==> config.mk <==
export PLATFORM = sky130hd
export DESIGN_NAME = word_ram
export DESIGN_NICKNAME = d
export VERILOG_FILES = /design/src/design/mvm_pkg.sv /design/src/design/word_ram.sv
export SDC_FILE = /design/constraint.sdc
export NUM_CORES = 1
export LEC_CHECK = 0
export BUFFER_PORTS_ARGS = -buffer_cell sky130_fd_sc_hd__buf_2
export CORE_MARGIN = 8
export CORE_UTILIZATION = 31
export CTS_CLUSTER_SIZE = 30
export DETAILED_ROUTE_END_ITERATION = 6
export PLACE_DENSITY_LB_ADDON = 0.05
export SETUP_SLACK_MARGIN = 0.1
export SLEW_MARGIN = 20
export SYNTH_ARGS = -nofsm -noshare
export SYNTH_HDL_FRONTEND = slang
export SYNTH_SLANG_ARGS = --single-unit
==> constraint.sdc <==
create_clock -name clk -period 3.65 [get_ports clk]
set_input_delay 0.73 -clock clk [delete_from_list [all_inputs] [get_ports clk]]
set_output_delay 0.73 -clock clk [all_outputs]
set_load 0.005 [all_outputs]
==> src/design/mvm_pkg.sv <==
// Sizes, element types and control buses shared by the matrix-vector multiplier blocks.
`default_nettype none

package mvm_pkg;

	localparam int ROWS   = 16;  // matrix rows, one multiply-accumulate lane each.
	localparam int COLS   = 16;  // matrix columns and vector length.
	localparam int DATA_W = 8;
	localparam int ACC_W  = 16;  // results wrap modulo 2**ACC_W.
	localparam int COL_AW = $clog2(COLS);
	localparam int ROW_AW = $clog2(ROWS);

	typedef logic signed [DATA_W-1:0] elem_t;
	typedef logic signed [ACC_W-1:0]  acc_t;
	typedef logic [COL_AW-1:0]        col_addr_t;
	typedef logic [ROW_AW-1:0]        row_addr_t;

	localparam col_addr_t LAST_COL = col_addr_t'(COLS - 1);
	localparam row_addr_t LAST_ROW = row_addr_t'(ROWS - 1);

	// Matrix load bus, fanned out to every row bank.
	typedef struct packed {
		logic [ROWS-1:0] en;    // one-hot, bit r writes row bank r.
		col_addr_t       addr;  // column being written.
	} matrix_wr_t;

	typedef struct packed {
		logic      clear;       // zero all accumulators.
		logic      accumulate;  // add the product of the words read last cycle.
		col_addr_t addr;        // column read address for rows and vector.
	} mac_ctrl_t;

	typedef struct packed {
		logic      wr;    // store acc[addr] at addr.
		logic      rd;    // read addr, word shows up one cycle later.
		row_addr_t addr;
	} result_ctrl_t;

endpackage

`default_nettype wire

==> src/design/word_ram.sv <==
// Single-port synchronous RAM with a registered read-first output, used for the vector and results.
`timescale 1ns/1ps
`default_nettype none

module word_ram #(
	parameter int WIDTH = 8
) (
	input  logic               clk,
	input  logic               wr_en,
	input  mvm_pkg::col_addr_t addr,
	input  logic [WIDTH-1:0]   wdata,
	output logic [WIDTH-1:0]   rdata
);

	logic [WIDTH-1:0] mem [mvm_pkg::COLS];

	always_ff @(posedge clk) begin
		rdata <= mem[addr];  // old contents come out on a write cycle.
		if (wr_en) begin
			mem[addr] <= wdata;
		end
	end

	// An unknown address would corrupt an unknown word.
	assert property (@(posedge clk) wr_en |-> !$isunknown(addr))
		else $error("word_ram write with unknown address");

endmodule

`default_nettype wire

Word-level counts from Yosys, hierarchy flattened
Memory sizes are Yosys's and may differ from the RTL's. A register that Yosys moved wholly into a read port is not among the register bits.
Cells that the tools add are included.
{"block": "totals", "regBits": 0, "memories": 1, "ramBits": 128, "wordCells": 3, "in_bits": 14}
{"name": "mem", "words": 16, "width": 8, "read_ports": 1, "rd_clocked_by_memory_dff": 1, "write_ports": 1, "line_no": "word_ram.sv:15", "source": "logic [WIDTH-1:0] mem [mvm_pkg::COLS];"}
{"block": "op_classes", "n_mux": 2}
{"cell": "$mux W1", "n": 2}

Logic depth before layout (Yosys ltp)
{"block": "depth", "depth_word": 2, "depth_mapped": 5, "depth_no_buf": 3}

Worst setup path before layout
No wires, ideal clock.
{"block": "synth_path", "kind": "input to register", "start": "input addr[2]", "end": "memory mem[0][0] (enable)", "cell_stages": 2, "n_path_buf": 0, "setup_time_ns": 0.383, "t_arrival_ns": 1.840, "setup_slack_ns": 1.427, "path_cell_list": "or3b_2 -> nor3_1"}
{"element": "from (decl)", "line_no": "word_ram.sv:10", "source": "input mvm_pkg::col_addr_t addr,"}
{"element": "to (decl)", "line_no": "word_ram.sv:15"}
No word-level cell before the write port.

==> results.py <==
metrics = {
    "drt": {
        "drtIter0Drc": 103,
        "drt_pre_antenna_iters": 4,
        "drtAntennaViolNets": 0,
        "remaining_drc_errors": 0,
        "vias": 2369,
        "via_per_inst": 4.65,
        "wl_per_cell_um": 21.8,
        "wl_mm": 11.1,
    },
    "critical_path": {
        "crit_path_end_kind": "flop",
        "critical_path_required_ps": 3930,
        "reg2reg_from": "mem[0][2]",
        "slowest_delay_ps": 720,
        "cp_num_buf_inv": 2,
        "path_max_fanout": 28,
        "path_class": "primary input to flop",
        "r2r_slack_ps": 2220,
        "crit_path_start_kind": "primary input",
        "reg2reg_to": "rdata[2]",
        "critPathSlowestCell": "buf_2",
        "r2r_cells": 3,
        "cp.arrival_ps": 2690,
        "worstPathCellList": "buf_2, buf_4, mux4_2, a22oi_1, nand2_1",
        "cp_top_family": "buffers and inverters",
    },
    "power": {
        "p_per_area_nw_per_um2": 582,
        "clkPwrFrac_pct": 45.9,
        "p_switching_mw": 0.689,
        "intPower_mw": 2.87,
        "peakVddDrop_mv": 0.265,
        "seq_power_share_pct": 49.4,
        "p_leak_nw": 2.01,
        "comb_power_share_pct": 4.7,
        "swShare_pct": 19.4,
    },
    "job": {
        "max_cap_viol_count": 0,
    },
    "cts": {
        "cts_root_buf": "clkbuf_16",
        "cts.clk_slew.worst_paths_ps": 50,
        "clock_sinks": 136,
        "clock_latency_ps": 410,
        "ctsHoldBuffers": 0,
        "cts_tree": "built",
        "htreeDepth": 4,
        "post_cts_buffers": 0,
        "numCtsBuffers": 17,
        "clk_path_buf_depth": 2,
        "cts_resized": 0,
    },
    "grt": {
        "met1_usage_pct": 13.8,
        "antenna_found_initial": 0,
        "grt-ovfl-total": 0,
        "use_met2_pct": 19.5,
        "grt-busiest-layer": "met2",
        "grt_util_met3_pct": 2.82,
        "grt_pass1_wl_mm": 16.4,
        "grt_max_degree": 31,
        "grt_pass1_vias": 2561,
        "gr-usage-all-layers_pct": 11.6,
    },
    "placement": {
        "place.gp.congestion": 0.672,
        "io_buffers": 21,
        "hpwl_mm": 7.24,
        "placed_area_um2": 5550,
    },
    "min_path": {
        "holdPathStages": 3,
        "min_from": "mem[11][6]",
        "min_path_type": "flop to flop",
        "min_to": "rdata[6]",
    },
    "status": {
        "run_status": "finished clean",
    },
    "synth": {
        "synth.most_common_cell": "edfxtp_1",
        "synth_ff_type": "edfxtp_1",
        "ys_types": 18,
        "synth-edff-count": 128,
        "syn-cell-area_um2": 5070,
        "synth_top_area_share_pct": 75.9,
        "syn_nets": 244,
        "ys_seq_elements": 136,
        "synth_top_cell_by_area": "edfxtp_1",
        "ys_async_sr_fraction_pct": 0,
        "yosys_warnings": 0,
        "ys_top_cells_by_area": "edfxtp_1, mux4_2, dfxtp_1",
        "yosysSeqAreaShare_pct": 79.0,
        "synth.avg_cell_area_um2": 22.0,
        "synth.top_cells.by_count": "edfxtp_1, mux4_2, a22oi_1",
        "synthCells": 230,
    },
    "floorplan": {
        "dieWidth_um": 144,
        "die_h_um": 144,
        "fp-row-count": 46,
        "start_util_pct": 31.8,
        "pin_count": 22,
        "dieArea_um2": 20700,
        "core-area_um2": 15900,
    },
    "final_layout": {
        "nets": 295,
        "drive_gt1_share_pct": 34.0,
        "fin_area_um2": 6120,
        "final_util_pct": 38.4,
        "n_antenna_cell": 0,
        "syn2layout_area_growth_pct": 20.7,
    },
    "sta": {
        "tightestPinTransition_ps": 983,
        "period_needed_ps": 2400,
        "setup_violations": 0,
        "max-slew-margin-rel_pct": 34.5,
        "final.setup.tns_ps": 0,
        "hold_violations": 0,
        "rsz0062_at_grt": "false",
        "clock_skew_ps": 5.44,
        "whs_ps": 687,
        "fin_crit_sh_pct": 65.8,
        "slew_violations": 0,
        "fmax_mhz": 417,
    },
}
per-layer routing:
metal	part of all wire (%)	vias up
li1	-	1064
met1	45	1259
met2	51	33
met3	2.4	13
met4	1.7	0
met5	0	-
power groups by stage:
stage	combinational [mW]	sequential, mW	clock, mW
3_3_place_gp	0.173	1.79	0
4_1_cts	0.173	1.76	1.67
2_1_floorplan	0.0900	1.79	0
6_report	0.167	1.76	1.63
5_1_grt	0.182	1.76	1.73
3_5_place_dp	0.173	1.79	0
stage by stage:
step,worst slack (ps),power (mW),cells
finish,1250,3.56,510
global route,1060,3.67,510
CTS,1160,3.60,510
detailed placement,722,1.96,478
global placement,716,1.96,478
floorplan,1430,1.88,230
placed cells by master (no fill, tap or decap), types with 3 or more instances in the layout:
cell / instances
a22oi_1: 16
edfxtp_1: 128
buf_4: 22
bufinv_16: 3
mux4_2: 32
nand2_1: 9
clkbuf_16: 17
buf_2: 21
clkinv_2: 3
dfxtp_1: 8
nor2_1: 13
nor3_1: 4
clkinv_1: 6
worst reg2reg max path: cells and delay by family (launching register included):
| kind | cells | cell delay, ps |
|---|---|---|
| multiplexers | 1 | 450 |
| AO/OA/AOI/OAI | 1 | 330 |
| flip-flops | 1 | 360 |
| AND/OR/NAND/NOR | 1 | 150 |
worst max-delay path by stage:
stage | endpoint | depth (start not counted) | start
5_1_grt | rdata[1] | 5 | addr[0]
2_1_floorplan | mem[0][0] | 2 | addr[2]
4_1_cts | rdata[4] | 5 | addr[0]
3_5_place_dp | rdata[4] | 5 | addr[0]
6_report | rdata[4] | 5 | addr[0]
3_3_place_gp | mem[9][5] | 4 | addr[0]
cell type report:
type	instances	area (um^2)
fillers	1471	9830
flip-flops and latches	136	4000
multi-input cells	83	1000
clock buffers	19	433
repair buffers	43	270
well taps	216	270
clock inverters	13	135
cell families (layout without fill, tap and decap cells):
| kind of cell | Yosys count | after routing | synth area share, % |
|---|---|---|---|
| AO/OA/AOI/OAI | 16 | 16 | 2.37 |
| buffers and inverters | 11 | 75 | 1.19 |
| flip-flops | 136 | 136 | 79.0 |
| multiplexers | 32 | 32 | 14.2 |
| AND/OR/NAND/NOR | 35 | 35 | 3.21 |
flip-flops by register name, indices dropped and copies added (netlist names):
signal,flops
rdata,8
mem,128
Power figures use the tool's default switching activity.
