**config.mk**
```make
export PLATFORM = sky130hd
export DESIGN_NAME = result_store
export DESIGN_NICKNAME = d
export VERILOG_FILES = /design/src/design/mvm_pkg.sv /design/src/design/word_ram.sv /design/src/design/result_store.sv
export SDC_FILE = /design/constraint.sdc
export NUM_CORES = 1
export LEC_CHECK = 0
export ABC_AREA = 1
export ABC_CLOCK_PERIOD_IN_PS = 2200
export BUFFER_PORTS_ARGS = -buffer_cell sky130_fd_sc_hd__buf_2
export CAP_MARGIN = 10
export CELL_PAD_IN_SITES_DETAIL_PLACEMENT = 2
export CELL_PAD_IN_SITES_GLOBAL_PLACEMENT = 2
export CORE_MARGIN = 3
export CORE_UTILIZATION = 33
export CTS_CLUSTER_DIAMETER = 80
export DETAILED_ROUTE_END_ITERATION = 7
export PLACE_DENSITY = 0.81
export SLEW_MARGIN = 40
export SYNTH_ARGS = -nofsm -noshare
export SYNTH_HDL_FRONTEND = slang
export SYNTH_HIERARCHICAL = 1
export SYNTH_SLANG_ARGS = --single-unit
```
**constraint.sdc**
```tcl
create_clock -name clk -period 2.2 [get_ports clk]
set_input_delay 0.22 -clock clk [delete_from_list [all_inputs] [get_ports clk]]
set_output_delay 0.22 -clock clk [all_outputs]
set_load 0.03 [all_outputs]
```
**src/design/mvm_pkg.sv**
```systemverilog
// Sizes, element types and control buses shared by the matrix-vector multiplier blocks.
`default_nettype none

package mvm_pkg;

	localparam int ROWS   = 16;  // matrix rows, one multiply-accumulate lane each.
	localparam int COLS   = 16;  // matrix columns and vector length.
	localparam int DATA_W = 8;
	localparam int ACC_W  = 16;  // results wrap modulo 2**ACC_W.
	localparam int COL_AW = $clog2(COLS);
	localparam int ROW_AW = $clog2(ROWS);

	typedef logic signed [DATA_W-1:0] elem_t;
	typedef logic signed [ACC_W-1:0]  acc_t;
	typedef logic [COL_AW-1:0]        col_addr_t;
	typedef logic [ROW_AW-1:0]        row_addr_t;

	localparam col_addr_t LAST_COL = col_addr_t'(COLS - 1);
	localparam row_addr_t LAST_ROW = row_addr_t'(ROWS - 1);

	// Matrix load bus, fanned out to every row bank.
	typedef struct packed {
		logic [ROWS-1:0] en;    // one-hot, bit r writes row bank r.
		col_addr_t       addr;  // column being written.
	} matrix_wr_t;

	typedef struct packed {
		logic      clear;       // zero all accumulators.
		logic      accumulate;  // add the product of the words read last cycle.
		col_addr_t addr;        // column read address for rows and vector.
	} mac_ctrl_t;

	typedef struct packed {
		logic      wr;    // store acc[addr] at addr.
		logic      rd;    // read addr, word shows up one cycle later.
		row_addr_t addr;
	} result_ctrl_t;

endpackage

`default_nettype wire

```
**src/design/word_ram.sv**
```systemverilog
// Single-port synchronous RAM with a registered read-first output, used for the vector and results.
`timescale 1ns/1ps
`default_nettype none

module word_ram #(
	parameter int WIDTH = 8
) (
	input  logic               clk,
	input  logic               wr_en,
	input  mvm_pkg::col_addr_t addr,
	input  logic [WIDTH-1:0]   wdata,
	output logic [WIDTH-1:0]   rdata
);

	logic [WIDTH-1:0] mem [mvm_pkg::COLS];

	always_ff @(posedge clk) begin
		rdata <= mem[addr];  // old contents come out on a write cycle.
		if (wr_en) begin
			mem[addr] <= wdata;
		end
	end

	// An unknown address would corrupt an unknown word.
	assert property (@(posedge clk) wr_en |-> !$isunknown(addr))
		else $error("word_ram write with unknown address");

endmodule

`default_nettype wire

```
**src/design/result_store.sv**
```systemverilog
// Result memory that captures one accumulator per row and streams the stored results back out.
`timescale 1ns/1ps
`default_nettype none

module result_store (
	input  logic                  clk,
	input  mvm_pkg::result_ctrl_t ctrl,
	input  mvm_pkg::acc_t         acc [mvm_pkg::ROWS],
	output mvm_pkg::acc_t         data_out
);

	mvm_pkg::acc_t            wdata;
	logic [mvm_pkg::ACC_W-1:0] rdata;
	logic                     rd_q;
	mvm_pkg::acc_t            held;

	// Row-indexed mux over all lanes.
	assign wdata = acc[ctrl.addr];

	word_ram #(
		.WIDTH(mvm_pkg::ACC_W)
	) y_ram_i (
		.clk  (clk),
		.wr_en(ctrl.wr),
		.addr (ctrl.addr),
		.wdata(wdata),
		.rdata(rdata)
	);

	always_ff @(posedge clk) begin
		rd_q <= ctrl.rd;  // marks the cycle the read word is valid.
		if (rd_q) begin
			held <= rdata;
		end
	end

	// The last streamed result stays on data_out until the next readout.
	assign data_out = rd_q ? mvm_pkg::acc_t'(rdata) : held;

	// The sequencer never writes back and reads out in the same cycle.
	assert property (@(posedge clk) ctrl.wr |-> !ctrl.rd)
		else $error("result RAM write and read in the same cycle");

endmodule

`default_nettype wire

```
; ---- Yosys cells after proc, flatten, opt, wreduce, memory -nomap -nowiden
; Memory sizes are Yosys's and may differ from the RTL's. A register that Yosys moved wholly into a read port is not among the register bits.
; Index checks and enable logic that the tools add are counted.
[op_classes]
n_lt_le_gt_ge = 1
mux = 6
bitwise = 1
[ops]
columns = cell, n
row1 = binary-select mux 16 bit (select 4 bit), 1
row2 = 2-to-1 mux 16 bit, 3
row3 = "greater-or-equal comparator 5 bit, second input constant", 1
row4 = inverter 4 -> 5 bit, 1
row5 = 2-to-1 mux 1 bit, 2
[totals]
reg_bits = 17
ramBits = 256
inputBits = 263
output_inout_bits = 16
memories = 1
[memory_table]
columns = name, words, width, rd, rd_ports_with_merged_regs, write_ports, line
row1 = y_ram_i.mem, 16, 16, 1, 1, 1, word_ram.sv:15  ; logic [WIDTH-1:0] mem [mvm_pkg::COLS];

; ---- Longest topological paths before layout
[depth]
depth_word = 4
mapped_depth = 12
depth_no_buf = 9

; ---- Modules after synthesis
; Netlist, hierarchy kept.
[modules_own_cells]
columns = mod, n_inst, cells_each, area_per_inst_um2, seq_area_each_um2
row1 = word_ram, 1, 1070, 11151.9, 8007.7
row2 = result_store, 1, 810, 3834.9, 340.3

; ---- Least setup slack after synthesis
; OpenSTA, ideal clock, no wires.
[synth_path]
path_kind = input-to-reg
startpoint = in ctrl[0] (netlist name)
endpoint = mem y_ram_i/mem[6][0] (netlist name), enable pin
setup_ps = 388
arrival_ps = 1524
required_time_ps = 1812
setup_slack_ps = 287
cell_stages = 6
n_path_buf = 3
cell_sequence = buf_4 inv_4 buf_8 buf_6 nand3_1 nor2_1
[synth_lines]
columns = item, line
row1 = start: declaration, result_store.sv:7  ; input mvm_pkg::result_ctrl_t ctrl,
row2 = end: declaration, word_ram.sv:15
; Straight into the memory's write port.

; ---- Final worst setup path
[layout_path]
startpoint = reg rd_q
endpoint = out data_out[15]
[layout_between]
elab_chain_cells = 1
[layout_rtl]
columns = item, line
row1 = start: declaration, result_store.sv:14  ; logic rd_q;
row2 = start signal: assignment, result_store.sv:31  ; rd_q <= ctrl.rd;
row3 = 2-to-1 mux 16 bit, -
row4 = end: declaration, result_store.sv:9  ; output mvm_pkg::acc_t data_out
; No other way between the ends.

==> summary.txt <==
Floorplanning
  – Die Ht: 219 µm
  – Die area: 48000 µm²
  – Starting Density: 0.337
  – Width of the die: 219 µm
  – IO Pins: 279
  – Area of the core: 44500 µm²
  – Row Count: 77

Synth
  – Synth area leaders: edfxtp_1 (51%), nand2_1 (26%), nand3_1 (6.5%)
  – Sequential-to-total area share from yosys stat: 0.557
  – Synth Instances: 1880
  – Compound-Gate Fraction of Synth Area: 0
  – Post-Syn Nets: 2143
  – Fraction of synthesized cell area in xor and xnor cells: 0
  – Post-synthesis cell type with the largest combined area: edfxtp_1
  – Synth cell types: 16
  – Main combinational cell family by area after synthesis: simple AND/OR/NAND/NOR gates
  – Mux contribution to synthesized area: 0.0120
  – Mean post-synth cell area: 7.97 µm²
  – Synthesis Warnings: 6
  – Post-Syn Area: 15000 µm²
  – Synth Area in Adders: 0
  – Yosys reg bits: 289
  – Share of Yosys cell area claimed by the top area cell type: 0.513
  – Post-synthesis simple-gate area fraction: 0.327

Clocking
  – Clock Tree Root: clkbuf_16
  – Setup Buffers After CTS: 0
  – Resized cells post-CTS: 0
  – Maximum root-to-sink buffer count: 3
  – Total CTS buffers: 34
  – Reg clk slew, reported paths: 0.05 ns
  – Clock tree sinks: 289
  – CTS tree: built
  – CTS HTree Levels: 2
  – Clk_lat worst skew: 0.53 ns

STA
  – Setup TNS Final: 0 ns
  – # setup viols final: 0
  – Final Skew: 0.0109 ns
  – Final Hold Fails: 0
  – RSZ-0062 raised after global routing: no
  – Measured slew at the worst slew-check pin: 0.780 ns
  – Hold slack final: 0.340 ns
  – Final Slew Violations: 0
  – FMAX: 0.528 GHz
  – Relative slew slack: 0.478
  – Final period util: 0.861
  – Crit path time final: 1.89 ns

Global routing
  – Largest net degree at the start of global routing: 80
  – Total track usage: 0.268
  – First-pass GRT wire length: 96.3 mm
  – Total grt overflow: 0
  – Vias in the first global route: 16100
  – Initial antenna violation count: 6

Route
  – DRT iter0 DRCs: 903
  – Drt wl/cell: 22.9 µm
  – DR DRC count: 0
  – Drt total wl: 64.0 mm
  – Via Count: 13800
  – Vias per cell: 4.94
  – TritonRoute pass-1 iters: 5
  – Antenna Nets Post-Route: 0

Cells and area
  – FF/Latch Area: 8350 µm²
  – Area growth from synthesis to layout: 23.2%
  – Area of the multi-input gates: 5080 µm²
  – Nets: 2438
  – Share of layout cells above drive strength 1: 0.195
  – # fillers: 5079

Critical path
  – Critical Path Sink Type: primary output
  – Worst R2R End: y_ram_i/rdata[2]
  – Worst r2r src: y_ram_i/mem[12][2]
  – Cell depth of the worst flop-to-flop path: 8
  – Reg2Reg Setup Slack: 1.04 ns
  – CP Data Arrival Time: 1.67 ns
  – Crit path kind: reg2out
  – Crit path capture: data_out[15]
  – Worst setup path start: rd_q
  – Required @ worst endpoint: 1.98 ns
  – Crit path max fanout: 16
  – CP Launch Type: register

Power
  – Max rail drop VDD: 0.510 mV
  – Pwr dens: 782 nW/µm²
  – Pleak: 9.23 nW

Place
  – DPL Wire Length: 44.4 mm
  – GPL Wtd Cong: 0.840
  – # port buffers: 278

Hold path
  – Worst hold path type: in2reg

Run
  – Max-cap viol count: 0

Status
  – Status: finished clean
-- critical path, cell delays in order, from the launching register on --
cell	delay, ns
dfxtp_1	0.31
buf_4	0.25
mux2_2	0.39
buf_2	0.19
-- report_power, final --
| part | switching (W) | internal [W] |
|---|---|---|
| logic | 0.00139 | 0.000659 |
| clock network | 0.00238 | 0.00366 |
| registers | 0.0000733 | 0.00628 |
| total | 0.00385 | 0.0106 |
-- cell usage after synthesis --
master and n:
nand2_1 1026, edfxtp_1 256, nor2_1 16, clkbuf_1 14, buf_8 1, inv_1 232
inv_2 2, nand3_1 196, inv_4 1, dfxtp_1 33, mux2_2 16, buf_4 19
buf_2 43, buf_6 21, nor2_2 2, buf_1 2
-- how the worst min path moves through the flow --
stage,startpoint,to,slack (ns),cells past startpoint
finish,ctrl[4],rd_q,0.34,2
global route,ctrl[4],rd_q,0.34,2
CTS,ctrl[4],rd_q,0.34,2
detailed placement,ctrl[4],rd_q,0.34,1
global placement,ctrl[4],rd_q,0.32,1
floorplan,ctrl[4],rd_q,0.25,0
-- timing repair --
item / in CTS / in global routing
hold endpoints to repair: 1 / 0
setup endpoints to repair: 0 / 0
hold buffers: 1 / 0
-- stage by stage --
stage,cells,cell area (µm²),worst slack [ns],total power (W),util
2_1_floorplan,1880,15000,0.287,0.00756,-
3_3_place_gp,2730,17300,0.320,0.00836,0.388
3_5_place_dp,2730,17300,0.0464,0.00848,0.388
4_1_cts,2792,18400,0.275,0.0145,0.414
5_1_grt,2798,18500,0.247,0.0150,0.415
6_report,2798,18500,0.306,0.0144,0.415
-- cell usage in the layout, fill, tap and decap left out --
cell type	netlist	final
buf_12	0	16
buf_2	43	276
buf_4	19	65
buf_6	21	1
bufinv_16	0	5
clkbuf_1	14	5
clkbuf_16	0	35
clkbuf_8	0	4
clkinv_1	0	6
clkinv_2	0	4
dfxtp_1	33	33
diode_2	0	6
dlygate4sd3_1	0	1
edfxtp_1	256	256
inv_1	232	231
inv_16	0	1
inv_2	2	2
inv_4	1	1
inv_6	0	2
mux2_2	16	16
nand2_1	1026	1026
nand3_1	196	196
nor2_1	16	16
nor2_2	2	2
-- kinds of logic (layout without fill, tap and decap cells) --
| group | Yosys count | count (layout) |
|---|---|---|
| and+or+nand+nor | 1240 | 1240 |
| buffers and inverters | 335 | 655 |
| muxes | 16 | 16 |
| other | 0 | 6 |
| DFF | 289 | 289 |
-- layout make-up --
type / count / share of cell area
repair buffers: 359 / 0.120
well taps: 592 / 0.0401
clock buffers: 44 / 0.0514
clock inverters: 17 / 0.0122
inverters: 235 / 0.0480
diodes: 6 / 0.000813
multi-input cells: 1256 / 0.275
flip-flops and latches: 289 / 0.452
-- registers in the layout, indices dropped and copies added (netlist names) --
name	cells
y_ram_i/rdata	16
y_ram_i/mem	256
rd_q	1
held	16
-- routing by layer --
metal  GRT usage  vias up  wire length [µm]
met5           0        -                 0
met3      0.0343      147              2760
met4       0.110        0              2560
met2       0.496      410             33400
li1            -     6415                 -
met1       0.312     6850             25300
Note: power is estimated with default switching activity, not from simulation.
