===== src/design/mvm_pkg.sv =====
// Sizes, element types and control buses shared by the matrix-vector multiplier blocks.
`default_nettype none

package mvm_pkg;

	localparam int ROWS   = 16;  // matrix rows, one multiply-accumulate lane each.
	localparam int COLS   = 16;  // matrix columns and vector length.
	localparam int DATA_W = 8;
	localparam int ACC_W  = 16;  // results wrap modulo 2**ACC_W.
	localparam int COL_AW = $clog2(COLS);
	localparam int ROW_AW = $clog2(ROWS);

	typedef logic signed [DATA_W-1:0] elem_t;
	typedef logic signed [ACC_W-1:0]  acc_t;
	typedef logic [COL_AW-1:0]        col_addr_t;
	typedef logic [ROW_AW-1:0]        row_addr_t;

	localparam col_addr_t LAST_COL = col_addr_t'(COLS - 1);
	localparam row_addr_t LAST_ROW = row_addr_t'(ROWS - 1);

	// Matrix load bus, fanned out to every row bank.
	typedef struct packed {
		logic [ROWS-1:0] en;    // one-hot, bit r writes row bank r.
		col_addr_t       addr;  // column being written.
	} matrix_wr_t;

	typedef struct packed {
		logic      clear;       // zero all accumulators.
		logic      accumulate;  // add the product of the words read last cycle.
		col_addr_t addr;        // column read address for rows and vector.
	} mac_ctrl_t;

	typedef struct packed {
		logic      wr;    // store acc[addr] at addr.
		logic      rd;    // read addr, word shows up one cycle later.
		row_addr_t addr;
	} result_ctrl_t;

endpackage

`default_nettype wire


===== src/design/mvm_sequencer.sv =====
// Control FSM with the column and row counters that drive load, compute, writeback and readout.
`timescale 1ns/1ps
`default_nettype none

module mvm_sequencer (
	input  logic                  clk,
	input  logic                  reset,
	input  logic                  load_matrix,
	input  logic                  load_vector,
	input  logic                  start,
	output mvm_pkg::matrix_wr_t   matrix_wr,
	output logic                  vec_wr_en,
	output mvm_pkg::col_addr_t    vec_addr,
	output mvm_pkg::mac_ctrl_t    mac_ctrl,
	output mvm_pkg::result_ctrl_t result_ctrl,
	output logic                  done
);

	typedef enum logic [2:0] {
		S_IDLE,
		S_MLOAD,
		S_VLOAD,
		S_CLEAR,
		S_ACCUM,
		S_WRITEBACK,
		S_READOUT
	} state_t;

	state_t             state;
	state_t             next_state;
	mvm_pkg::col_addr_t col_cnt;
	mvm_pkg::row_addr_t row_cnt;
	logic               acc_dly;
	logic               last_col;
	logic               last_row;
	logic               wb_write;

	assign last_col = (col_cnt == mvm_pkg::LAST_COL);
	assign last_row = (row_cnt == mvm_pkg::LAST_ROW);

	// The first writeback cycle waits for the final accumulate to land.
	assign wb_write = (state == S_WRITEBACK) && !acc_dly;

	always_ff @(posedge clk) begin
		if (reset) begin
			state <= S_IDLE;
		end else begin
			state <= next_state;
		end
	end

	always_comb begin
		next_state = state;
		case (state)
			S_IDLE: begin
				if (start) begin  // start wins over both loads.
					next_state = S_CLEAR;
				end else if (load_matrix) begin
					next_state = S_MLOAD;
				end else if (load_vector) begin
					next_state = S_VLOAD;
				end
			end
			S_MLOAD: begin
				if (last_col && last_row) begin
					next_state = S_IDLE;
				end
			end
			S_VLOAD: begin
				if (last_col) begin
					next_state = S_IDLE;
				end
			end
			S_CLEAR: begin
				next_state = S_ACCUM;
			end
			S_ACCUM: begin
				if (last_col) begin
					next_state = S_WRITEBACK;
				end
			end
			S_WRITEBACK: begin
				if (wb_write && last_row) begin
					next_state = S_READOUT;
				end
			end
			S_READOUT: begin
				if (last_row) begin
					next_state = S_IDLE;
				end
			end
			default: begin
				next_state = S_IDLE;
			end
		endcase
	end

	// Column counter wraps back to zero at the end of every pass.
	always_ff @(posedge clk) begin
		if (reset) begin
			col_cnt <= '0;
		end else if (state == S_MLOAD || state == S_VLOAD || state == S_ACCUM) begin
			col_cnt <= col_cnt + mvm_pkg::col_addr_t'(1);
		end else begin
			col_cnt <= '0;
		end
	end

	always_ff @(posedge clk) begin
		if (reset) begin
			row_cnt <= '0;
		end else begin
			case (state)
				S_MLOAD: begin
					if (last_col) begin
						row_cnt <= row_cnt + mvm_pkg::row_addr_t'(1);  // next bank.
					end
				end
				S_WRITEBACK: begin
					if (wb_write) begin
						row_cnt <= row_cnt + mvm_pkg::row_addr_t'(1);
					end
				end
				S_READOUT: begin
					row_cnt <= row_cnt + mvm_pkg::row_addr_t'(1);
				end
				default: begin
					row_cnt <= '0;
				end
			endcase
		end
	end

	// Accumulate trails each column address by the RAM read latency.
	always_ff @(posedge clk) begin
		if (reset) begin
			acc_dly <= 1'b0;
		end else begin
			acc_dly <= (state == S_ACCUM);
		end
	end

	always_comb begin
		matrix_wr.en = '0;
		if (state == S_MLOAD) begin
			matrix_wr.en[row_cnt] = 1'b1;
		end
		matrix_wr.addr = col_cnt;
	end

	assign vec_wr_en = (state == S_VLOAD);
	assign vec_addr  = col_cnt;  // same counter as mac_ctrl.addr during compute.

	assign mac_ctrl.clear      = (state == S_CLEAR);
	assign mac_ctrl.accumulate = acc_dly;
	assign mac_ctrl.addr       = col_cnt;

	assign result_ctrl.wr   = wb_write;
	assign result_ctrl.rd   = (state == S_READOUT);
	assign result_ctrl.addr = row_cnt;

	// y[0] appears on data_out the cycle after this.
	assign done = (state == S_READOUT) && (row_cnt == '0);

	assert property (@(posedge clk) disable iff (reset) $onehot0(matrix_wr.en))
		else $error("more than one matrix row bank enabled");

endmodule

`default_nettype wire


===== config.mk =====
export PLATFORM = sky130hd
export DESIGN_NAME = mvm_sequencer
export DESIGN_NICKNAME = d
export VERILOG_FILES = /design/src/design/mvm_pkg.sv /design/src/design/mvm_sequencer.sv
export SDC_FILE = /design/constraint.sdc
export NUM_CORES = 1
export LEC_CHECK = 0
export BUFFER_PORTS_ARGS = -buffer_cell sky130_fd_sc_hd__buf_2
export CAP_MARGIN = 20
export CORE_UTILIZATION = 30
export DETAILED_ROUTE_END_ITERATION = 10
export PLACE_DENSITY_LB_ADDON = 0.3
export SLEW_MARGIN = 20
export SYNTH_ARGS = -nofsm -noshare
export SYNTH_HDL_FRONTEND = slang
export SYNTH_SLANG_ARGS = --single-unit
export TNS_END_PERCENT = 100

===== constraint.sdc =====
create_clock -name clk -period 1.7 [get_ports clk]
set_clock_uncertainty 0.2 [all_clocks]
set_input_delay 0.51 -clock clk [delete_from_list [all_inputs] [get_ports clk]]
set_output_delay 0.51 -clock clk [all_outputs]
set_load 0.01 [all_outputs]

After elaboration in Yosys (flattened, before gate mapping)
Cells that the tools add are included.
- flip-flop bits (word level): 12
- bits of input ports: 5
- output and inout port bits: 38
- word-level logic and storage cells: 53
- add/sub/neg operators: 2
- magnitude comparators: 2
- equal/unequal tests: 16
- mux-type cells: 15
- bitwise operators: 1
- reduce and logical (&&, ||, !) cells: 13
- operators with widths (operator ; count):
    3-bit two-way mux ; 8
    3-bit case mux with 7 select lines ; 1
    16-bit two-way mux ; 1
    4-bit case mux with 3 select lines ; 1
    3-bit equality test, second input constant ; 3
    4-bit by 1-bit adder with 4-bit output, second input constant ; 2
    4-bit equality test, second input constant ; 2
    4-bit two-way mux ; 2
    2-bit != test, second input constant ; 4
    3-bit by 2-bit equality test with 1-bit output, second input constant ; 2
    2-bit by 1-bit != test with 1-bit output, second input constant ; 3
    6-bit AND reduction ; 1
    1-bit logical AND ; 5
    4-bit by 5-bit less-than comparator with 1-bit output, second input constant ; 1
    1-bit demux with 4-bit select ; 1
    4-bit by 1-bit greater-or-equal comparator with 1-bit output, second input constant ; 1
    4-bit logical NOT ; 1
    4-bit != test, second input constant ; 1
    3-bit by 1-bit equality test with 1-bit output, second input constant ; 1
    3-bit logical NOT ; 1
    1-bit logical OR ; 2
    2-bit AND reduction ; 1
    2-bit OR reduction ; 1
    1-bit logical NOT ; 1
    other kinds (2) ; 2

Logic depth before layout (Yosys ltp)
- depth after elaboration: 5
- depth in mapped cells: 6
- mapped depth without buffers: 5

Worst setup path before layout
Ideal clock, no wire load.
- path kind: reg-to-output
- start: reg state[1]
- end: out matrix_wr[6] (netlist name)
- arrival time: 1189 ps
- setup slack: -199 ps
- cell stages (with the launch flop): 6
- buffers on the path: 1
- cells stage by stage: dfxtp_1 buf_6 nand2b_1 nor2_1 nand2_1 nor3_1
- RTL lines (item ; line ; source):
    start, declared ; mvm_sequencer.sv:29 ; state_t state;
    start signal, assigned ; mvm_sequencer.sv:48 ; state <= next_state;
    end, declared ; mvm_sequencer.sv:11 ; output mvm_pkg::matrix_wr_t matrix_wr,

==> flow_metrics.py <==
metrics = {
    "run_status": {
        "status": "complete, but fails checks",
        "violations": "design-rule violations, negative setup slack",
    },
    "drt": {
        "post_drt_wl_per_cell_um": 11.2,
        "finalWirelength_um": 2300,
        "drtPass1Iterations": 7,
        "drtIter0Drc": 31,
        "routed_via_density": 4.69,
        "vias": 961,
        "drt.antenna.violating_nets": 0,
        "drc_errors": 5,
    },
    "power_and_ir_drop": {
        "finalPower_uw": 1290,
        "leakagePower_uw": 0.000748,
        "vdd_drop_max_mv": 0.567,
        "p_per_area_mw_per_mm2": 929,
    },
    "job": {
        "maxCapViolations": 0,
    },
    "sta": {
        "relSlewSlack": 0.810,
        "drv_slew": 0,
        "max_freq_mhz": 499,
        "layout_setup_ws_ns": -0.304,
        "hold_viol": 0,
        "period_minus_slack_ns": 2.00,
        "setup_viol": 24,
        "worst_pin_slew_ns": 0.282,
        "rsz0062_at_grt": "yes",
        "finalCritPeriodShare": 1.18,
    },
    "worst_setup_path": {
        "path_class": "register to output port",
        "r2r-start": "state[2]",
        "rrSetupSlack_ns": -0.02,
        "max_stage_delay_ns": 0.32,
        "reg2reg_depth": 5,
        "cp_cell_sequence": "nand2b_4, nor2_4, nand2_2, nor2_1, buf_2",
        "crit_slowest_cell": "dfxtp_2",
        "r2r_end": "state[2]",
        "end_kind": "output port",
        "required_ns": 0.99,
        "critPathLaunchType": "register",
        "crit_arrival_ns": 1.29,
        "worstPathMaxFanout": 5,
    },
    "min_path": {
        "holdCritPathClass": "input pin to register",
        "min_from": "reset",
        "hold_depth": 2,
        "holdPathEnd": "state[2]",
    },
    "clock_tree": {
        "cts_tree": "done",
        "clockRootBuffer": "clkbuf_4",
        "cts.sinks": 12,
        "clock_latency_ns": 0.27,
        "cts_buffers": 3,
        "h-tree-depth": 1,
        "postCtsHoldBufs": 0,
        "clk_pin_slew_ns": 0.07,
        "cts_max_path_buffers": 2,
    },
    "placement": {
        "place_congestion": 0.848,
        "placed_cell_area_mm2": 0.00126,
        "dp_hpwl_um": 1810,
        "place.port_buffers": 42,
        "dp_slack_ns": -0.0854,
    },
    "synthesis": {
        "synthesis.area_um2": 917,
        "yosysSeqAreaShare": 0.262,
        "yosysTopAreaCell": "dfxtp_1",
        "async_flop_share": 0,
        "synth.area.top_cells": "dfxtp_1 26%, buf_4 9.0%, nor2_1 9.0%",
        "synth_top_area_frac": 0.262,
        "ys_warn_count": 0,
        "syn_nets": 128,
        "ys_ff_latch": 12,
        "syn_inst": 118,
        "synth.distinct_cells": 38,
        "synth_edf_count": 0,
        "synthFlopType": "dfxtp_1",
        "post_synth.cell_area_avg_um2": 7.77,
    },
    "global_route": {
        "grt_antenna_before_repair": 0,
        "grtUsageMet3": 0.0272,
        "grt_max_degree": 12,
        "grt_first_pass_wirelength_um": 3840,
        "grt-busiest-layer": "met2",
        "grt_use_met2": 0.267,
        "use_met1": 0.176,
        "grt_pass1_vias": 915,
        "grtUsageTotal": 0.151,
        "overflow": 0,
    },
    "layout": {
        "area_growth_pct": 51.6,
        "final_cell_area_mm2": 0.00139,
        "diodes": 0,
        "drive_gt1_frac": 0.592,
        "nNetsFinal": 186,
    },
    "die": {
        "start_util": 0.324,
        "row_count": 19,
        "coreArea_mm2": 0.00283,
        "die_area_mm2": 0.00328,
        "die_y_um": 57.3,
        "io_pins": 43,
        "die_w_um": 57.3,
    },
}
what timing repair did:
item / in CTS / in global routing
pin swaps: 14 / 2
resized for setup: 18 / 5
buffers inserted: 5 / 1
endpoints found under the setup margin: 26 / 36
routing by layer:
metal | share of wire | vias to the layer above | routed length, um
li1 | - | 500 | -
met1 | 0.43 | 424 | 995
met2 | 0.50 | 32 | 1150
met3 | 0.047 | 5 | 107
met4 | 0.019 | 0 | 44
met5 | 0 | - | 0
cell usage in the layout (no fill, tap or decap), types with 4 or more instances in the layout:
cell type,netlist,layout
nand3_1,4,4
buf_4,11,24
inv_1,7,7
dfxtp_2,0,5
buf_2,1,42
ha_1,5,5
dfxtp_1,12,4
nand2b_1,5,4
nor3_2,0,5
nand2_1,8,4
xnor2_1,4,4
nor2_1,22,18
worst max-delay path, delay by kind of cell (launching register included):
family	cells	cell delay (ns)
flops	1	0.32
simple gates	4	0.57
buf+inv	1	0.13
synth_stat cells, types with 2 or more instances:
master and instances:
buf_6 2, xnor2_1 4, buf_4 11, nor2_1 22, and3_1 2, nand2b_1 5
nand2_1 8, nor3_1 9, a31oi_1 2, inv_1 7, dfxtp_1 12, nand3_1 4
ha_1 5
final cells by class:
class                   count  area (um2)
fillers                   297        1440
multi-input cells          83         621
repair buffers             69         424
flip-flops and latches     12         258
well taps                  31        38.8
inverters                   7        26.3
clock buffers               3        22.5
flip-flops by register name (all words and copies together) (netlist names):
name	cells
row_cnt	4
state	3
vec_addr	4
acc_dly	1
how the worst max path moves through the flow:
stage / start / end / slack [ns] / depth (start not counted)
2_1_floorplan: state[1] / matrix_wr[6] / -0.04 / 5
4_1_cts: state[1] / matrix_wr[7] / -0.31 / 5
5_1_grt: state[1] / matrix_wr[7] / -0.39 / 5
6_report: state[1] / matrix_wr[15] / -0.30 / 5
3_5_place_dp: state[0] / matrix_wr[6] / -0.09 / 5
3_3_place_gp: state[0] / matrix_wr[6] / -0.04 / 5
stage by stage:
stage	hold WS, ns	util	cells	TNS (ns)
6_report	0.345	0.491	205	-5.41
3_3_place_gp	0.320	0.444	196	-0.137
2_1_floorplan	0.292	-	118	-0.352
5_1_grt	0.364	0.491	205	-7.28
4_1_cts	0.340	0.485	204	-5.56
3_5_place_dp	0.349	0.444	196	-0.821
report_power, final:
part           internal (uW)  total (uW)  switching [uW]
logic                    392         756             364
clock network           82.2         174            92.0
registers                326         362            36.0
total                    800        1290             492
logic make-up (layout without fill, tap and decap cells):
group                      count (synthesis)  count (layout)  synth area share
xor gates and xnor gates                   6               6            0.0655
buffers and inverters                     23              79             0.158
muxes                                      1               1            0.0109
and+or+nand+nor                           61              61             0.352
adders and majority gates                  5               5            0.0682
DFF                                       12              12             0.262
AOI/OAI and AO/OA                         10              10            0.0832
Power figures use the tool's default switching activity.
