==> src/design/mvm_pkg.sv <==
// Sizes, element types and control buses shared by the matrix-vector multiplier blocks.
`default_nettype none

package mvm_pkg;

	localparam int ROWS   = 16;  // matrix rows, one multiply-accumulate lane each.
	localparam int COLS   = 16;  // matrix columns and vector length.
	localparam int DATA_W = 8;
	localparam int ACC_W  = 16;  // results wrap modulo 2**ACC_W.
	localparam int COL_AW = $clog2(COLS);
	localparam int ROW_AW = $clog2(ROWS);

	typedef logic signed [DATA_W-1:0] elem_t;
	typedef logic signed [ACC_W-1:0]  acc_t;
	typedef logic [COL_AW-1:0]        col_addr_t;
	typedef logic [ROW_AW-1:0]        row_addr_t;

	localparam col_addr_t LAST_COL = col_addr_t'(COLS - 1);
	localparam row_addr_t LAST_ROW = row_addr_t'(ROWS - 1);

	// Matrix load bus, fanned out to every row bank.
	typedef struct packed {
		logic [ROWS-1:0] en;    // one-hot, bit r writes row bank r.
		col_addr_t       addr;  // column being written.
	} matrix_wr_t;

	typedef struct packed {
		logic      clear;       // zero all accumulators.
		logic      accumulate;  // add the product of the words read last cycle.
		col_addr_t addr;        // column read address for rows and vector.
	} mac_ctrl_t;

	typedef struct packed {
		logic      wr;    // store acc[addr] at addr.
		logic      rd;    // read addr, word shows up one cycle later.
		row_addr_t addr;
	} result_ctrl_t;

endpackage

`default_nettype wire

==> src/design/mac_row.sv <==
// One matrix row bank with its multiply-accumulate lane, instantiated once per row by the top level.
`timescale 1ns/1ps
`default_nettype none

module mac_row (
	input  logic               clk,
	input  logic               wr_en,
	input  mvm_pkg::col_addr_t wr_addr,
	input  mvm_pkg::elem_t     data_in,
	input  mvm_pkg::mac_ctrl_t ctrl,
	input  mvm_pkg::elem_t     x_elem,
	output mvm_pkg::acc_t      acc
);

	mvm_pkg::elem_t     row_mem [mvm_pkg::COLS];
	mvm_pkg::col_addr_t addr;
	mvm_pkg::elem_t     row_elem;
	mvm_pkg::acc_t      product;

	// The bank has a single port, so loading and computing share the address.
	assign addr = wr_en ? wr_addr : ctrl.addr;

	always_ff @(posedge clk) begin
		row_elem <= row_mem[addr];  // lines up with the registered vector word.
		if (wr_en) begin
			row_mem[addr] <= data_in;
		end
	end

	// Both factors are sign-extended first so the product is exact in ACC_W bits.
	assign product = mvm_pkg::acc_t'(row_elem) * mvm_pkg::acc_t'(x_elem);

	always_ff @(posedge clk) begin
		if (ctrl.clear) begin
			acc <= '0;
		end else if (ctrl.accumulate) begin
			acc <= acc + product;  // wraps modulo 2**ACC_W.
		end
	end

endmodule

`default_nettype wire

==> config.mk <==
export PLATFORM = sky130hd
export DESIGN_NAME = mac_row
export DESIGN_NICKNAME = d
export VERILOG_FILES = /design/src/design/mvm_pkg.sv /design/src/design/mac_row.sv
export SDC_FILE = /design/constraint.sdc
export NUM_CORES = 1
export LEC_CHECK = 0
export BUFFER_PORTS_ARGS = -buffer_cell sky130_fd_sc_hd__buf_2
export CORE_MARGIN = 2
export CORE_UTILIZATION = 65
export CTS_BUF_LIST = sky130_fd_sc_hd__clkbuf_16
export CTS_CLUSTER_DIAMETER = 200
export DETAILED_ROUTE_END_ITERATION = 12
export PLACE_DENSITY_LB_ADDON = 0.3
export SYNTH_ARGS = -nofsm -noshare
export SYNTH_HDL_FRONTEND = slang
export SYNTH_SLANG_ARGS = --single-unit
==> constraint.sdc <==
create_clock -name clk -period 14.35 [get_ports clk]
set_input_delay 3.5875 -clock clk [delete_from_list [all_inputs] [get_ports clk]]
set_output_delay 3.5875 -clock clk [all_outputs]
set_load 0.05 [all_outputs]
### Yosys cells after proc, flatten, opt, wreduce, memory -nomap -nowiden

Memory sizes are Yosys's and may differ from the RTL's. A register that Yosys moved wholly into a read port is not among the register bits.
Index checks and enable logic that the tools add are counted.

| operators by class | value |
|---|---|
| add/subtract/negate cells | 1 |
| $mul | 1 |
| muxes and demuxes | 3 |

Operator list:

| cell | number |
|---|---|
| $add A16 B16 Y16 | 1 |
| $mul A8 B8 Y16 | 1 |
| $mux W4 | 1 |
| $mux W1 | 2 |

| storage, ports and cells | value |
|---|---|
| register bits after elaboration | 16 |
| bits in writable memories | 128 |
| output and inout port bits | 16 |
| word-level logic and storage cells | 7 |
| memories | 1 |

Memory list:

| name | depth | width | read ports | clocked after memory_dff | wr ports | RTL line | text |
|---|---|---|---|---|---|---|---|
| row_mem | 16 | 8 | 1 | 1 | 1 | mac_row.sv:15 | `mvm_pkg::elem_t row_mem [mvm_pkg::COLS];` |

### Logic depth before layout (Yosys ltp)

Gate-level depths: netlist of the first run.

| depth | value |
|---|---|
| depth after elaboration | 2 |
| depth in mapped cells | 18 |
| gate-level depth less buffers | 18 |

### Worst setup path before layout of the first run

OpenSTA, ideal clock, no wires.

| timing path | value |
|---|---|
| path kind | input-to-reg |
| start point | input port x_elem[0] |
| end point | register acc[12] |
| setup time | 0.134 ns |
| arrival | 8.021 ns |
| required time | 14.216 ns |
| path slack | 6.195 ns |
| stages | 15 |
| cells stage by stage | and2_1 > inv_1 > fa_1 > inv_1 > fa_1 > fa_1 > fa_1 > fa_1 > ha_1 > inv_1 > o21ai_0 > a21oi_1 > o21ai_1 > a2111oi_0 > or4_1 |

| between the ends | value |
|---|---|
| word-level cells in the longest chain between the ends | 2 |

RTL lines:

| item | RTL line | text |
|---|---|---|
| start, declared | mac_row.sv:11 | `input mvm_pkg::elem_t x_elem,` |
| $mul A8 B8 Y16 | mac_row.sv:31 | `assign product = mvm_pkg::acc_t'(row_elem) * mvm_pkg::acc_t'(x_elem);` |
| $add A16 B16 Y16 | mac_row.sv:37 | `acc <= acc + product;` |
| end signal, assigned | mac_row.sv:37 |  |
| end, declared | mac_row.sv:12 | `output mvm_pkg::acc_t acc` |

Every way passes these cells.
A chain may end at the register's enable or synchronous reset.

### Worst setup path after layout of the first run

Ends and elaborated chain as after synthesis.

==> impl_results.md, run 1 <==
* Status: complete, no violations
* Dpl cell area at 9089 sq um
* Drc violations at 0
* Kind of critical path: input port to flip-flop
* Max Clock Skew at about 8.2 ps
* DIE HEIGHT at 119.2 um
* Total track usage at 0.2683
* RR Endpoint: acc[12]
* Tightest hold margin at slightly above 500 ps
* RSZ-0062 raised after global routing: no
* Chip Width at roughly 120 um
* Number of enable flip-flop cells after synthesis at roughly 130
* Layout cells sized above 1 at 0.1794
* HP Start: acc[6]
* Global-route wire length before repair at 28090 um
* Syn Nets at 733
* Post-synth top area share at 0.4453
* Iter 0 DRT Violations at around 330
* Critical path arrival at ~8700 ps
* Fraction of registers with async set/reset at 0
* DRT Pass-1 Iters at 5
* Seq/Total Area, Yosys at 0.5010
* DR vias/cell at roughly 5.9
* FILL cells at between 700 and 800
* Clk buf depth at 2
* P_leak at 0.003871 uW
* Synth Warn # at 0
* Number of cells on the worst reg-to-reg path at 15
* FMAX at approximately 120 MHz
* Drt wl/cell at around 21 um
* Largest area contributor in the netlist: edfxtp_1
* Starting Density at 0.6596
* Final Critical Period at roughly 8400 ps
* Post-route setup TNS at 0 ps
* Startpoint types: input port
* Routability Congestion at 0.8365
* H-tree depth at 4
* Max Slew Vio Count at 0
* Core area at between 10000 and 15000 sq um
* Seq cells post-synth at about 150
* Routed WL at roughly 17000 um
* Die ar. at ~14000 sq um
* Clock network latency to the later pin of the worst-skew pair at between 400 and 500 ps
* Final number of hold-violating endpoints at 0
* Vias in the first global route at about 5400
* Most common cell after layout, fill and taps aside: edfxtp_1
* Dpl hpwl at 12070 um
* Worst Tran Pin Value at 851.8 ps
* Tot Pwr at 2283 uW
* Reg2reg setup slack at approximately 8800 ps
* Pwr dens at around 240 nW/um^2
* CTS tree: done
* Commonest cells after routing, fill and taps aside: edfxtp_1 (128), inv_1 (74), fa_1 (71)
* Ys flop type: edfxtp_1
* RR Startpoint: row_elem[7]
* Post-cts resize count at 0
* Worst vdd ir at 0.1842 mV
* Largest net degree at the start of global routing at 33
* Hold crit path type: flip-flop to flip-flop
* Data required time at the worst endpoint at 14640 ps
* Max-cap viol count at 0
* Ports at 44
* Total grt overflow at 0
* Antenna violations before repair at 0
* Nets@finish at 792
* FP Rows at 42
* Antenna-violating nets left at 0
* Area growth syn-to-layout at 11.57%
* Post-placement cell count at 813
* Hold Path Sink: acc[6]
* Inserted Diodes at 0
* Setup crit end kind: flip-flop
* Total CTS buffers at 17
* Crit-path max FO at 9
* IO Port Bufs at 43
* Via count at between 5000 and 6000
* Final design area excluding fillers at between 9000 and 10000 sq um
* Clock sink count at approximately 150
* Top cells by area, synth: edfxtp_1 (45%), fa_1 (16%), mux4_2 (8.1%), dfxtp_1 (5.6%), ha_1 (5.4%)
* Cells after Synth at 597
* Post-CTS setup buffers at 0
* Final setup viols at 0
* CTS Root Cell: clkbuf_16
* Fin crit share at 0.5842
* Hold path cells at 2
* Synth Area per Inst at about 14 sq um
* Unique cell type count in the Yosys netlist at between 40 and 50
* Clock transition at path regs at 70 ps
* Max-slew headroom at 0.4301
* Post-route non-filler standard cell count at roughly 850
* Mapped Area at around 8600 sq um
* Post-CTS Hold Fix Bufs at 0
-- layer usage --
layer	up-vias	global-route usage	part of all wire
met4	0	0.08929	0.022
met3	41	0.06944	0.052
met2	182	0.4691	0.54
met5	-	0	0
met1	2555	0.3268	0.39
li1	2230	-	-
-- state kept, by name, summed over array words and instances, names as in the netlist --
name,cells
row_mem,128
acc,16
row_elem,8
-- worst max path at each step --
stage	cells after the start	start	slack (ps)	endpoint
floorplan	15	x_elem[0]	6200	acc[12]
global placement	16	x_elem[0]	5760	acc[12]
detailed placement	16	x_elem[0]	5540	acc[12]
CTS	16	x_elem[0]	5980	acc[12]
global route	16	x_elem[0]	5780	acc[12]
finish	16	x_elem[0]	5970	acc[12]
-- layout make-up --
type	instances	area [sq um]	share of cell area
well taps	176	220.2	0.02287
clock inverters	15	115.1	0.01195
flip-flops and latches	152	4324	0.4491
clock buffers	17	425.4	0.04418
repair buffers	57	320.3	0.03326
inverters	75	281.5	0.02924
multi-input cells	353	3943	0.4094
-- worst max-delay path, cell delays in order --
cell and delay (ps):
buf_2 160, and2_1 520, inv_1 120, fa_1 500, inv_1 50, fa_1 480, fa_1 570, fa_1 430
fa_1 460, ha_1 340, inv_1 40, o21ai_0 280, a21oi_1 150, o21ai_1 290, a2111oi_0 150, or4_1 540
-- kinds of logic (layout without fill, tap and decap cells) --
| group | Yosys count | after routing | synth area share |
|---|---|---|---|
| AO/OA/AOI/OAI | 46 | 46 | 0.03523 |
| XOR/XNOR | 17 | 17 | 0.01725 |
| adder cells (fa/ha/maj) | 108 | 108 | 0.2183 |
| buffers and inverters | 92 | 164 | 0.04407 |
| flip-flops | 152 | 152 | 0.5010 |
| multiplexers | 53 | 53 | 0.1097 |
| AND/OR/NAND/NOR | 129 | 129 | 0.07437 |
-- through the flow --
step,utilization,setup slack (ps)
after floorplan,-,6195
after global placement,0.6946,5757
after detailed placement,0.6946,5544
after CTS,0.7359,5984
after global routing,0.7359,5782
final,0.7359,5966
-- report_power, final --
part           internal, uW  switching, uW  total (uW)
registers               508           26.1         534
clock network           224            190         414
logic                   587            747        1330
total                  1320            963        2280
-- synth_stat cells, types with 2 or more instances --
cell type,number
and3_1,3
a211oi_1,13
o21bai_1,2
a21o_1,3
nand2_1,34
dfxtp_1,24
buf_1,2
clkbuf_1,6
nor2_1,27
nor2b_1,9
xor2_1,3
ha_1,37
mux2i_1,20
buf_4,2
and2_1,32
fa_1,71
edfxtp_1,128
buf_6,3
o21ai_0,6
a21oi_1,14
nand2b_1,4
nor3_1,10
nor4_1,2
xnor2_1,14
mux4_2,31
nand3_1,5
buf_2,4
inv_1,74
Note: power is estimated with default switching activity, not from simulation.
==> inputs of run 2 (changes only) <==
--- a/config.mk
+++ b/config.mk
@@ -7,7 +7,7 @@
 export LEC_CHECK = 0
 export BUFFER_PORTS_ARGS = -buffer_cell sky130_fd_sc_hd__buf_2
 export CORE_MARGIN = 2
-export CORE_UTILIZATION = 65
+export CORE_UTILIZATION = 62
 export CTS_BUF_LIST = sky130_fd_sc_hd__clkbuf_16
 export CTS_CLUSTER_DIAMETER = 200
 export DETAILED_ROUTE_END_ITERATION = 12
==> constraint.sdc (replaced) <==
create_clock -name clk -period 8 [get_ports clk]
set_input_delay 2 -clock clk [delete_from_list [all_inputs] [get_ports clk]]
set_output_delay 2 -clock clk [all_outputs]
set_load 0.05 [all_outputs]
==> run 2 against run 1 <==
Effect of this change:
- via count shrank 1.7%
- sequential share of layout area decreased by 0.23 points
- sequential power grew 79%
- first-iteration DRC count rose by 26%
- highest routed layer unchanged
- core utilization fell by 3.0 points
- combinational power rose by 81%
- largest power group unchanged
- cell area is 0.52% higher
==> impl_results.md, run 2 (same netlist as run 1, synthesis figures left out) <==
* DRT Pass-1 Iters at 5
* Fin crit share at 0.8526
* Clock transition at path regs at about 70 ps
* Post-CTS setup buffers at 0
* Final setup viols at 0
* P_leak at between 0.003 and 0.004 uW
* Total track usage at 0.2494
* Hold crit path type: flip-flop to flip-flop
* Worst Tran Pin Value at 852.9 ps
* H-tree depth at 4
* Chip Width at about 120 um
* DR vias/cell at between 5 and 6
* Routed WL at between 15000 and 20000 um
* Antenna violations before repair at 0
* Routability Congestion at between 0.8 and 0.9
* Drt wl/cell at 19.79 um
* Critical path arrival at approximately 7100 ps
* Vias in the first global route at around 5300
* DIE HEIGHT at between 100 and 150 um
* Crit-path max FO at 9
* Area growth syn-to-layout at 12.15%
* Clk buf depth at 2
* CTS Root Cell: clkbuf_16
* Largest net degree at the start of global routing at 33
* Inserted Diodes at 0
* Area of the multi-input gates at 3943 sq um
* Post-CTS Hold Fix Bufs at 0
* Grt met1 use at 0.3123
* FP Rows at 43
* Core area at around 14000 sq um
* RSZ-0062 raised after global routing: no
* Post-placement cell count at a little over 800
* Antenna-violating nets left at 0
* Starting Density at 0.6291
* Kind of critical path: input port to flip-flop
* Ports at 44
* Total CTS buffers at 17
* Max Clock Skew at ~12 ps
* Worst vdd ir at between 0.3 and 0.4 mV
* Setup crit end kind: flip-flop
* Status: complete, no violations
* Grt peak-use layer: met2
* Post-route setup TNS at 0 ps
* Drc violations at 0
* Max-slew headroom at 0.4293
* Max FFs per register at around 130
* Final Critical Period at around 6800 ps
* FMAX at ~150 MHz
* FILL cells at about 910
* Iter 0 DRT Violations at approximately 410
* Dpl hpwl at approximately 12000 um
* Met2 Usage GRT at 0.4417
* Post-cts resize count at 0
* Startpoint types: input port
* Commonest cells after routing, fill and taps aside: edfxtp_1 (128), inv_1 (74), fa_1 (71)
* Max Slew Vio Count at 0
* Max-cap viol count at 0
* Post-route non-filler standard cell count at about 850
* Global-route wire length before repair at around 27000 um
* Final number of hold-violating endpoints at 0
* Most flops, register: row_mem
* Most common cell after layout, fill and taps aside: edfxtp_1
* Total grt overflow at 0
* Clock network latency to the later pin of the worst-skew pair at about 430 ps
* Top flop regs: row_mem (128), acc (16), row_elem (8)
* Pwr dens at around 430 nW/um^2
* CTS tree: done
* Layout cells sized above 1 at 0.1839
* Via count at just under 5000
* Nets@finish at roughly 790
* Clock sink count at around 150
* FF/Latch Area at roughly 4300 sq um
* Data required time at the worst endpoint at 8310 ps
* Met3 Usage GRT at 0.05478
* IO Port Bufs at 43
* Die ar. at around 15000 sq um
## run 2: worst paths after layout
| path | to | cells past startpoint | startpoint | slack, ps |
|---|---|---|---|---|
| min | acc[6] | 2 | acc[6] | 510 |
| max | acc[12] | 16 | x_elem[0] | 1180 |
| min reg2reg | acc[6] | 2 | acc[6] | 510 |
| max reg2reg | acc[12] | 15 | row_elem[7] | 2410 |
## run 2: power breakdown
| part | total [uW] | switching, uW | internal, uW | leakage [uW] |
|---|---|---|---|---|
| combinational | 2410 | 1350 | 1050 | 0.00225 |
| sequential | 956 | 44.9 | 911 | 0.00136 |
| clock | 797 | 356 | 441 | 0.000279 |
## run 2: cell type report
| class | instances | share of cell area |
|---|---|---|
| clock buffers | 17 | 0.04395 |
| well taps | 180 | 0.02327 |
| multi-input cells | 353 | 0.4073 |
| inverters | 75 | 0.02908 |
| flip-flops and latches | 152 | 0.4467 |
| clock inverters | 15 | 0.01655 |
| repair buffers | 57 | 0.03309 |
## run 2: through the flow
stage	total power, uW	utilization	hold WS (ps)	cell area, sq um	setup slack (ps)
2_1_floorplan	2850	-	693.2	8631	1433
3_3_place_gp	3225	0.6628	492.7	9094	1014
3_5_place_dp	3347	0.6628	500.6	9094	806.8
4_1_cts	4158	0.7055	507.4	9679	1258
5_1_grt	4512	0.7055	534.7	9679	1008
6_report	4161	0.7055	506.3	9679	1179
## run 2: worst max-delay path: stages
cell and delay [ps]:
buf_2 160, and2_1 510, inv_1 120, fa_1 500
inv_1 50, fa_1 490, fa_1 580, fa_1 440
fa_1 450, ha_1 320, inv_1 40, o21ai_0 320
a21oi_1 150, o21ai_1 290, a2111oi_0 170, or4_1 540
## run 2: routing by layer
metal  part of all wire  routed length (um)
met1               0.42                7021
met2               0.53                8919
met3              0.040                 676
met4              0.011                 182
met5                  0                   0
